`src/vid_wr_params.svh`:
```
// ############################
// video write arbiter sizes
// channel count, word and address widths,
// burst length and frame area size
// ############################

`ifndef VID_WR_PARAMS_SVH
`define VID_WR_PARAMS_SVH

// camera channels served in round-robin order
`define VW_NUM_CH       5

`define VW_WORD_W       64      // pixel word
`define VW_BUF_AW       5       // 32 words per line buffer
`define VW_DDR_AW       28      // DDR word address

`define VW_BURST_LEN    16      // beats per burst

// one ping or pong area, in words
`define VW_FRAME_WORDS  40960

`endif

```
`src/vid_wr_pkg.sv`:
```
// ############################
// video write arbiter types
// index, address and word types, sequencer
// states and the write channel structs
// ############################

`default_nettype none

`include "vid_wr_params.svh"

package vid_wr_pkg;

    typedef logic [2:0]               ch_idx_t;     // channel number
    typedef logic [`VW_BUF_AW-1:0]    buf_addr_t;
    typedef logic [`VW_DDR_AW-1:0]    ddr_addr_t;
    typedef logic [`VW_WORD_W-1:0]    word_t;
    typedef logic [4:0]               beat_cnt_t;   // 0..16

    typedef enum logic [1:0] {
        IDLE,
        SCAN,
        ADDR,
        DATA
    } seq_state_e;

    // write address request
    typedef struct packed {
        logic      valid;
        ddr_addr_t addr;
    } aw_req_t;

    // one write data beat
    typedef struct packed {
        logic  valid;
        logic  last;
        word_t data;
    } w_beat_t;

endpackage

`default_nettype wire

```
`src/frame_addr_gen.sv`:
```
// ############################
// frame address generator
// per-channel ping-pong bank and burst
// offset, gives the granted burst's address
// ############################

`timescale 1ns/10ps
`default_nettype none

`include "vid_wr_params.svh"

module frame_addr_gen import vid_wr_pkg::*; (
    input  wire logic                  clk,
    input  wire logic                  rst,
    input  wire ch_idx_t               grant,
    input  wire logic                  start,
    input  wire logic                  issue,
    input  wire logic                  done,
    input  wire logic [`VW_NUM_CH-1:0] frame_end,
    output ddr_addr_t                  burst_addr
);

    logic [`VW_NUM_CH-1:0] bank;        // ping-pong area select
    logic [`VW_NUM_CH-1:0] pend;        // frame end seen during own burst
    logic [`VW_NUM_CH-1:0] sel;         // one-hot of grant
    ddr_addr_t             offset [`VW_NUM_CH];
    logic                  busy;
    logic                  busy_now;
    ddr_addr_t             base;
    ddr_addr_t             bank_off;

    // granted channel counts as busy from start through done
    assign busy_now = start | busy;

    always_comb begin
        for (int c = 0; c < `VW_NUM_CH; c++) begin
            sel[c] = (grant == ch_idx_t'(c));
        end
    end

    always_ff @(posedge clk or negedge rst) begin
        if (!rst) begin
            busy <= 1'b0;
        end else if (start) begin
            busy <= 1'b1;
        end else if (done) begin
            busy <= 1'b0;
        end
    end

    always_ff @(posedge clk or negedge rst) begin
        if (!rst) begin
            bank <= '0;
            pend <= '0;
            for (int c = 0; c < `VW_NUM_CH; c++) begin
                offset[c] <= '0;
            end
        end else begin
            for (int c = 0; c < `VW_NUM_CH; c++) begin
                if (done && sel[c] && (pend[c] || frame_end[c])) begin
                    offset[c] <= '0;                // switch area at burst end
                    bank[c]   <= ~bank[c];
                    pend[c]   <= 1'b0;
                end else if (frame_end[c] && busy_now && sel[c]) begin
                    pend[c] <= 1'b1;                // hold until done
                end else if (frame_end[c]) begin
                    offset[c] <= '0;
                    bank[c]   <= ~bank[c];
                end else if (issue && sel[c]) begin
                    offset[c] <= offset[c] + ddr_addr_t'(`VW_BURST_LEN);
                end
            end
        end
    end

    // channel base plus area base
    assign base     = ddr_addr_t'(grant * (2 * `VW_FRAME_WORDS));
    assign bank_off = bank[grant] ? ddr_addr_t'(`VW_FRAME_WORDS) : '0;

    // one cycle after start, stable until issue
    always_ff @(posedge clk) begin
        if (start) begin
            burst_addr <= base + bank_off + offset[grant];
        end
    end

endmodule

`default_nettype wire

```
`src/line_buf_reader.sv`:
```
// ############################
// line buffer reader
// wrapping read pointers per channel and a
// two-entry skid buffer for burst beats
// ############################

`timescale 1ns/10ps
`default_nettype none

`include "vid_wr_params.svh"

module line_buf_reader import vid_wr_pkg::*; (
    input  wire logic                  clk,
    input  wire logic                  rst,
    input  wire ch_idx_t               grant,
    input  wire logic                  start,
    output logic [`VW_NUM_CH-1:0]      buf_rd_en,
    output buf_addr_t                  buf_rd_addr [`VW_NUM_CH],
    input  wire word_t                 buf_rd_data [`VW_NUM_CH],
    output logic                       beat_valid,
    output word_t                      beat_data,
    input  wire logic                  beat_take
);

    buf_addr_t  rd_ptr [`VW_NUM_CH];     // survives across bursts
    beat_cnt_t  reads_left;
    logic       rd_go;
    logic       rd_pend;                 // word returns this cycle
    logic [2:0] fill;
    logic       room;

    // skid buffer
    word_t      skid [2];
    logic       wr_sel;
    logic       rd_sel;
    logic [1:0] cnt;

    // words held or in flight, less the one leaving now
    assign fill = {1'b0, cnt} + {2'b0, rd_pend};
    assign room = fill < (3'd2 + {2'b0, beat_take});

    assign rd_go = (start || reads_left != '0) && room;

    always_comb begin
        for (int c = 0; c < `VW_NUM_CH; c++) begin
            buf_rd_en[c]   = rd_go && (grant == ch_idx_t'(c));
            buf_rd_addr[c] = rd_ptr[c];
        end
    end

    always_ff @(posedge clk or negedge rst) begin
        if (!rst) begin
            for (int c = 0; c < `VW_NUM_CH; c++) begin
                rd_ptr[c] <= '0;
            end
        end else begin
            for (int c = 0; c < `VW_NUM_CH; c++) begin
                if (buf_rd_en[c]) begin
                    rd_ptr[c] <= rd_ptr[c] + 1'b1;   // wraps at 32
                end
            end
        end
    end

    always_ff @(posedge clk or negedge rst) begin
        if (!rst) begin
            reads_left <= '0;
            rd_pend    <= 1'b0;
        end else begin
            rd_pend <= rd_go;
            if (start) begin
                reads_left <= beat_cnt_t'(`VW_BURST_LEN) - {4'b0, rd_go};
            end else if (rd_go) begin
                reads_left <= reads_left - 1'b1;
            end
        end
    end

    // skid pointers and fill level
    always_ff @(posedge clk or negedge rst) begin
        if (!rst) begin
            wr_sel <= 1'b0;
            rd_sel <= 1'b0;
            cnt    <= '0;
        end else begin
            if (rd_pend) begin
                wr_sel <= ~wr_sel;
            end
            if (beat_take) begin
                rd_sel <= ~rd_sel;
            end
            cnt <= cnt + {1'b0, rd_pend} - {1'b0, beat_take};
        end
    end

    always_ff @(posedge clk) begin
        if (rd_pend) begin
            skid[wr_sel] <= buf_rd_data[grant];
        end
    end

    assign beat_valid = (cnt != '0);
    assign beat_data  = skid[rd_sel];

endmodule

`default_nettype wire

```
`src/burst_sequencer.sv`:
```
// ############################
// burst sequencer
// round-robin scan, address and data
// handshakes, beat count and last
// ############################

`timescale 1ns/10ps
`default_nettype none

`include "vid_wr_params.svh"

module burst_sequencer import vid_wr_pkg::*; (
    input  wire logic                  clk,
    input  wire logic                  rst,
    input  wire logic [`VW_NUM_CH-1:0] buf_ready,
    output ch_idx_t                    grant,
    output logic                       start,
    output logic                       issue,
    output logic                       done,
    input  wire ddr_addr_t             burst_addr,
    input  wire logic                  beat_valid,
    input  wire word_t                 beat_data,
    output logic                       beat_take,
    output aw_req_t                    aw,
    input  wire logic                  aw_ready,
    output w_beat_t                    w,
    input  wire logic                  w_ready
);

    seq_state_e state;
    ch_idx_t    scan_ch;
    beat_cnt_t  beat_cnt;
    logic       aw_valid;
    logic       last_beat;

    function automatic ch_idx_t next_ch(input ch_idx_t ch);
        if (ch == ch_idx_t'(`VW_NUM_CH - 1)) begin
            return '0;
        end
        return ch + 1'b1;
    endfunction

    assign last_beat = (beat_cnt == beat_cnt_t'(`VW_BURST_LEN - 1));

    always_comb begin
        aw.valid = aw_valid;
        aw.addr  = burst_addr;                   // held by the generator until issue
        w.valid  = (state == DATA) && beat_valid;
        w.last   = last_beat;
        w.data   = beat_data;
    end

    assign issue     = aw.valid && aw_ready;
    assign beat_take = w.valid && w_ready;
    assign done      = beat_take && last_beat;

    always_ff @(posedge clk or negedge rst) begin
        if (!rst) begin
            state   <= IDLE;
            scan_ch <= '0;
            grant   <= '0;
            start   <= 1'b0;
        end else begin
            start <= 1'b0;
            case (state)
                IDLE: begin
                    if (|buf_ready) begin
                        state <= SCAN;
                    end
                end
                SCAN: begin
                    if (buf_ready[scan_ch]) begin
                        grant <= scan_ch;
                        start <= 1'b1;
                        state <= ADDR;
                    end else begin
                        scan_ch <= next_ch(scan_ch);   // one step per cycle
                    end
                end
                ADDR: begin
                    if (issue) begin
                        state <= DATA;
                    end
                end
                DATA: begin
                    if (done) begin
                        scan_ch <= next_ch(grant);
                        state   <= SCAN;
                    end
                end
                default: state <= IDLE;
            endcase
        end
    end

    // aw valid rises the cycle after start, address is ready by then
    always_ff @(posedge clk or negedge rst) begin
        if (!rst) begin
            aw_valid <= 1'b0;
        end else if (start) begin
            aw_valid <= 1'b1;
        end else if (issue) begin
            aw_valid <= 1'b0;
        end
    end

    always_ff @(posedge clk or negedge rst) begin
        if (!rst) begin
            beat_cnt <= '0;
        end else if (done) begin
            beat_cnt <= '0;
        end else if (beat_take) begin
            beat_cnt <= beat_cnt + 1'b1;
        end
    end

endmodule

`default_nettype wire

```
`src/vid_wr_top.sv`:
```
// ############################
// video write arbiter top
// address generator and buffer reader
// joined by the burst sequencer
// ############################

`timescale 1ns/10ps
`default_nettype none

`include "vid_wr_params.svh"

module vid_wr_top import vid_wr_pkg::*; (
    input  wire logic                  clk,
    input  wire logic                  rst,
    input  wire logic [`VW_NUM_CH-1:0] buf_ready,
    output logic [`VW_NUM_CH-1:0]      buf_rd_en,
    output buf_addr_t                  buf_rd_addr [`VW_NUM_CH],
    input  wire word_t                 buf_rd_data [`VW_NUM_CH],
    input  wire logic [`VW_NUM_CH-1:0] frame_end,
    output aw_req_t                    aw,
    input  wire logic                  aw_ready,
    output w_beat_t                    w,
    input  wire logic                  w_ready
);

    ch_idx_t   grant;
    logic      start;
    logic      issue;
    logic      done;
    ddr_addr_t burst_addr;
    logic      beat_valid;
    word_t     beat_data;
    logic      beat_take;

    frame_addr_gen u_addr (
        .clk        (clk),
        .rst        (rst),
        .grant      (grant),
        .start      (start),
        .issue      (issue),
        .done       (done),
        .frame_end  (frame_end),
        .burst_addr (burst_addr)
    );

    line_buf_reader u_reader (
        .clk         (clk),
        .rst         (rst),
        .grant       (grant),
        .start       (start),
        .buf_rd_en   (buf_rd_en),
        .buf_rd_addr (buf_rd_addr),
        .buf_rd_data (buf_rd_data),
        .beat_valid  (beat_valid),
        .beat_data   (beat_data),
        .beat_take   (beat_take)
    );

    burst_sequencer u_seq (
        .clk        (clk),
        .rst        (rst),
        .buf_ready  (buf_ready),
        .grant      (grant),
        .start      (start),
        .issue      (issue),
        .done       (done),
        .burst_addr (burst_addr),
        .beat_valid (beat_valid),
        .beat_data  (beat_data),
        .beat_take  (beat_take),
        .aw         (aw),
        .aw_ready   (aw_ready),
        .w          (w),
        .w_ready    (w_ready)
    );

endmodule

`default_nettype wire

```
`config.mk`:
```
export PLATFORM = sky130hd
export DESIGN_NAME = vid_wr_top
export DESIGN_NICKNAME = d
export VERILOG_FILES = /design/src/vid_wr_pkg.sv /design/src/frame_addr_gen.sv /design/src/line_buf_reader.sv /design/src/burst_sequencer.sv /design/src/vid_wr_top.sv
export VERILOG_INCLUDE_DIRS = /design/src
export SDC_FILE = /design/constraint.sdc
export NUM_CORES = 1
export LEC_CHECK = 0
export ABC_AREA = 1
export BUFFER_PORTS_ARGS = -buffer_cell sky130_fd_sc_hd__buf_2
export CAP_MARGIN = 25
export CORE_MARGIN = 3
export CORE_UTILIZATION = 50
export DETAILED_ROUTE_END_ITERATION = 7
export MAX_ROUTING_LAYER = met4
export PLACE_DENSITY = 0.77
export SYNTH_ARGS = -nofsm -noshare
export SYNTH_HDL_FRONTEND = slang
export SYNTH_SLANG_ARGS = --single-unit
```
`constraint.sdc`:
```
create_clock -name clk -period 3.6 [get_ports clk]
set_clock_uncertainty 0.1 [all_clocks]
set_input_delay 0.18 -clock clk [delete_from_list [all_inputs] [get_ports clk]]
set_output_delay 0.18 -clock clk [all_outputs]
set_load 0.005 [all_outputs]
```
==> reports/qor.txt <==
initial core utilization - 51.3%
Worst Setup Start Kind - flip-flop
Synth Register Bits - 334
DP Area - 23200 um^2
core box area - 40200 um^2
Yosys Warn Count - 0
gp weighted congestion - 1.04
Clock power frac - 21.8%
Iteration-0 DRC Markers - 2404
switch share - 40.9%
Total GRT Usage - 34.4%
Worst-Margin Slew - 0.891 ns
CTS Buf Count - 38
Min-Delay Endpoint - u_reader.skid[0][36]$_DFFE_PP_
HP Class - input pin to flip-flop
Post-synth ARST share - 54.2%
hold violation count in the final report - 0
hpwl dp - 56.2 mm
sequential-to-total area share from yosys stat - 44.3%
Longest Clk Path Bufs - 3
Post-synth EDFFs - 153
Std-Cell Rows - 73
Comb pwr share - 44.1%
Pre-antenna DRT Iters - 6
Final Util - 63.3%
Reg clk slew, reported paths - 0.06 ns
final count of negative-setup-slack endpoints - 0
relative slew slack - 40.6%
hold path cells - 4
final instance area - 25400 um^2
maximum VDD drop - 0.554 mV
PD cells - 703 nW/um^2
IO Pins - 459
hold path startpoint - buf_rd_data[292]
clk_lat worst skew - 0.55 ns
first-pass GRT wire length - 115 mm
post-synthesis instance area - 20600 um^2
die area - 43700 um^2
synthesized instance count - 2693
DR vias/cell - 5.64
max-cap violations - 0
most common cell after layout, fill and taps aside - nand2_1
Final min period - 3.35 ns
power share of the sequential group - 34.1%
Critical Path RT - 3.79 ns
clock root buffer - clkbuf_16
final cell count without fillers - 3750
Psw - 7.30 mW
largest net degree at the start of global routing - 119
CTS tree - built
Sink Count - 334
Max Slew Vio Count - 0
grt ovf - 0
drt total wl - 76.0 mm
Int Pwr - 10.6 mW
Die Ht - 209 um
Synth area leader - edfxtp_1
Post-DRT Antenna Nets - 0
worst-path fanout max - 14
Final period util - 93.2%
kind of critical path - flip-flop to flip-flop
Die W - 209 um
synthesized net count - 3072
# H-tree levels - 2
setup TNS - 0 ns
Final nets - 3558
f_max - 298 MHz
Synth cell types - 44
leakage power - 11.9 nW
top cell type's share of synthesized area - 22.3%
vias in the first global route - 19900
layout cells sized above 1 - 18.5%
CP endpoint kind - flip-flop
worst reg2reg setup slack - 0.25 ns
DR vias - 21200
worst r2r dst - u_addr.burst_addr[26]$_DFFE_PP_
RSZ-0062 raised after global routing - no
I/O Buffers - 458
Layout area overhead - 23.4%
Residual DRC - 0
top post-synthesis cells by area - edfxtp_1, dfrtp_1, nand2_1, nand3_1, o21ai_0
WP data arrival - 3.55 ns
reg2reg start - u_seq.grant[0]$_DFFE_PN0P_
status - finished clean
cells on worst reg2reg path - 16
Mapped Avg Cell Area - 7.65 um^2
routed len/inst - 20.3 um
most frequent cells in the layout - nand2_1, buf_2, nand3_1
initial antenna violation count - 17
Main synth FF type - dfrtp_1
Placed Cells - 3572
## per-stage QoR
stage	hold slack (ns)	total power, mW	setup WS [ns]
floorplan	-0.216	10.6	0.142
global placement	0.136	13.4	0.302
detailed placement	0.143	13.7	0.234
CTS	0.0000383	17.8	0.219
global route	0.0226	18.9	0.0313
finish	0.0143	17.9	0.246
## synth_stat cells (5+ instances only)
cell,n
nand2_1,770
nand3_1,293
inv_1,246
nor2_1,241
o21ai_0,192
dfrtp_1,181
edfxtp_1,153
a21oi_1,137
xor2_1,69
a32o_1,66
clkbuf_1,60
nand4_1,57
ha_1,43
buf_2,42
xnor2_1,24
nor3_1,20
buf_1,16
buf_4,11
inv_2,7
o21ai_2,7
buf_6,5
o21ai_1,5
## cell type report
| type | count | area [um^2] |
|---|---|---|
| well taps | 525 | 657 |
| multi-input cells | 1971 | 9900 |
| clock inverters | 16 | 166 |
| repair buffers | 580 | 3490 |
| fillers | 3569 | 14800 |
| clock buffers | 53 | 1080 |
| inverters | 254 | 956 |
| diodes | 17 | 42.5 |
| flip-flops and latches | 334 | 9130 |
## metal layers
metal / part of all wire [%] / global-route usage (%) / wire, um / vias up
met5: 0 / - / 0 / -
met1: 40 / 44.7 / 30400 / 9904
met4: 4.7 / 14.4 / 3580 / 0
met3: 8.2 / 4.83 / 6230 / 198
met2: 47 / 54.5 / 35800 / 1079
li1: - / - / - / 9977
## critical path, cell delays in order, from the launching register on
cell and delay (ns):
dfrtp_4 0.55, buf_4 0.20, a21oi_1 0.12, o21ai_0 0.10
nand3_1 0.08, o21ai_0 0.14, inv_1 0.10, fa_1 0.46
fa_1 0.47, inv_1 0.09, nand4_1 0.09, nand3_1 0.13
nand2_1 0.07, nand2_1 0.14, nand3_1 0.10, nand2_1 0.08
nand2_1 0.06
## flip-flops by register name, summed over array words and instances (netlist names), 5 cells and up
register and count:
u_addr.bank 5, u_addr.burst_addr 25, u_addr.offset 120, u_addr.pend 5, u_reader.buf_rd_addr 25, u_reader.reads_left 5, u_reader.skid 128, u_seq.beat_cnt 5
## worst max path at each step
| stage | start | to | slack [ns] | depth (start not counted) |
|---|---|---|---|---|
| 3_3_place_gp | u_seq.grant[0]$_DFFE_PN0P_ | u_addr.burst_addr[27]$_DFFE_PP_ | 0.30 | 15 |
| 2_1_floorplan | u_seq.grant[0]$_DFFE_PN0P_ | u_addr.burst_addr[27]$_DFFE_PP_ | 0.14 | 21 |
| 5_1_grt | u_seq.grant[0]$_DFFE_PN0P_ | u_addr.burst_addr[22]$_DFFE_PP_ | 0.03 | 15 |
| 6_report | u_seq.grant[0]$_DFFE_PN0P_ | u_addr.burst_addr[26]$_DFFE_PP_ | 0.25 | 16 |
| 3_5_place_dp | u_seq.grant[0]$_DFFE_PN0P_ | u_addr.burst_addr[27]$_DFFE_PP_ | 0.23 | 18 |
| 4_1_cts | u_seq.grant[0]$_DFFE_PN0P_ | u_addr.burst_addr[27]$_DFFE_PP_ | 0.22 | 18 |
## power groups by stage
stage / Sequential (mW) / Clock (mW) / Combinational [mW]
4_1_cts: 6.08 / 3.96 / 7.79
5_1_grt: 6.19 / 4.10 / 8.61
2_1_floorplan: 6.08 / 0 / 4.57
6_report: 6.09 / 3.90 / 7.89
3_5_place_dp: 6.13 / 0 / 7.53
3_3_place_gp: 6.08 / 0 / 7.35
## what timing repair did
action | in CTS | in global routing
endpoints found under the setup margin | 0 | 2
hold buffers | 87 | 0
setup buffers | 0 | 5
endpoints found under the hold margin | 215 | 0
resized for setup | 0 | 1
## cell families (layout without fill, tap and decap cells)
group	Yosys count	in the layout	synth area share, %
AOI/OAI and AO/OA	419	419	12.0
xor gates and xnor gates	93	93	3.95
adders and majority gates	45	45	2.81
buffers and inverters	388	903	7.71
DFF	334	334	44.3
other	1	18	0.0182
and+or+nand+nor	1413	1413	29.2
Note: power is estimated with default switching activity, not from simulation.
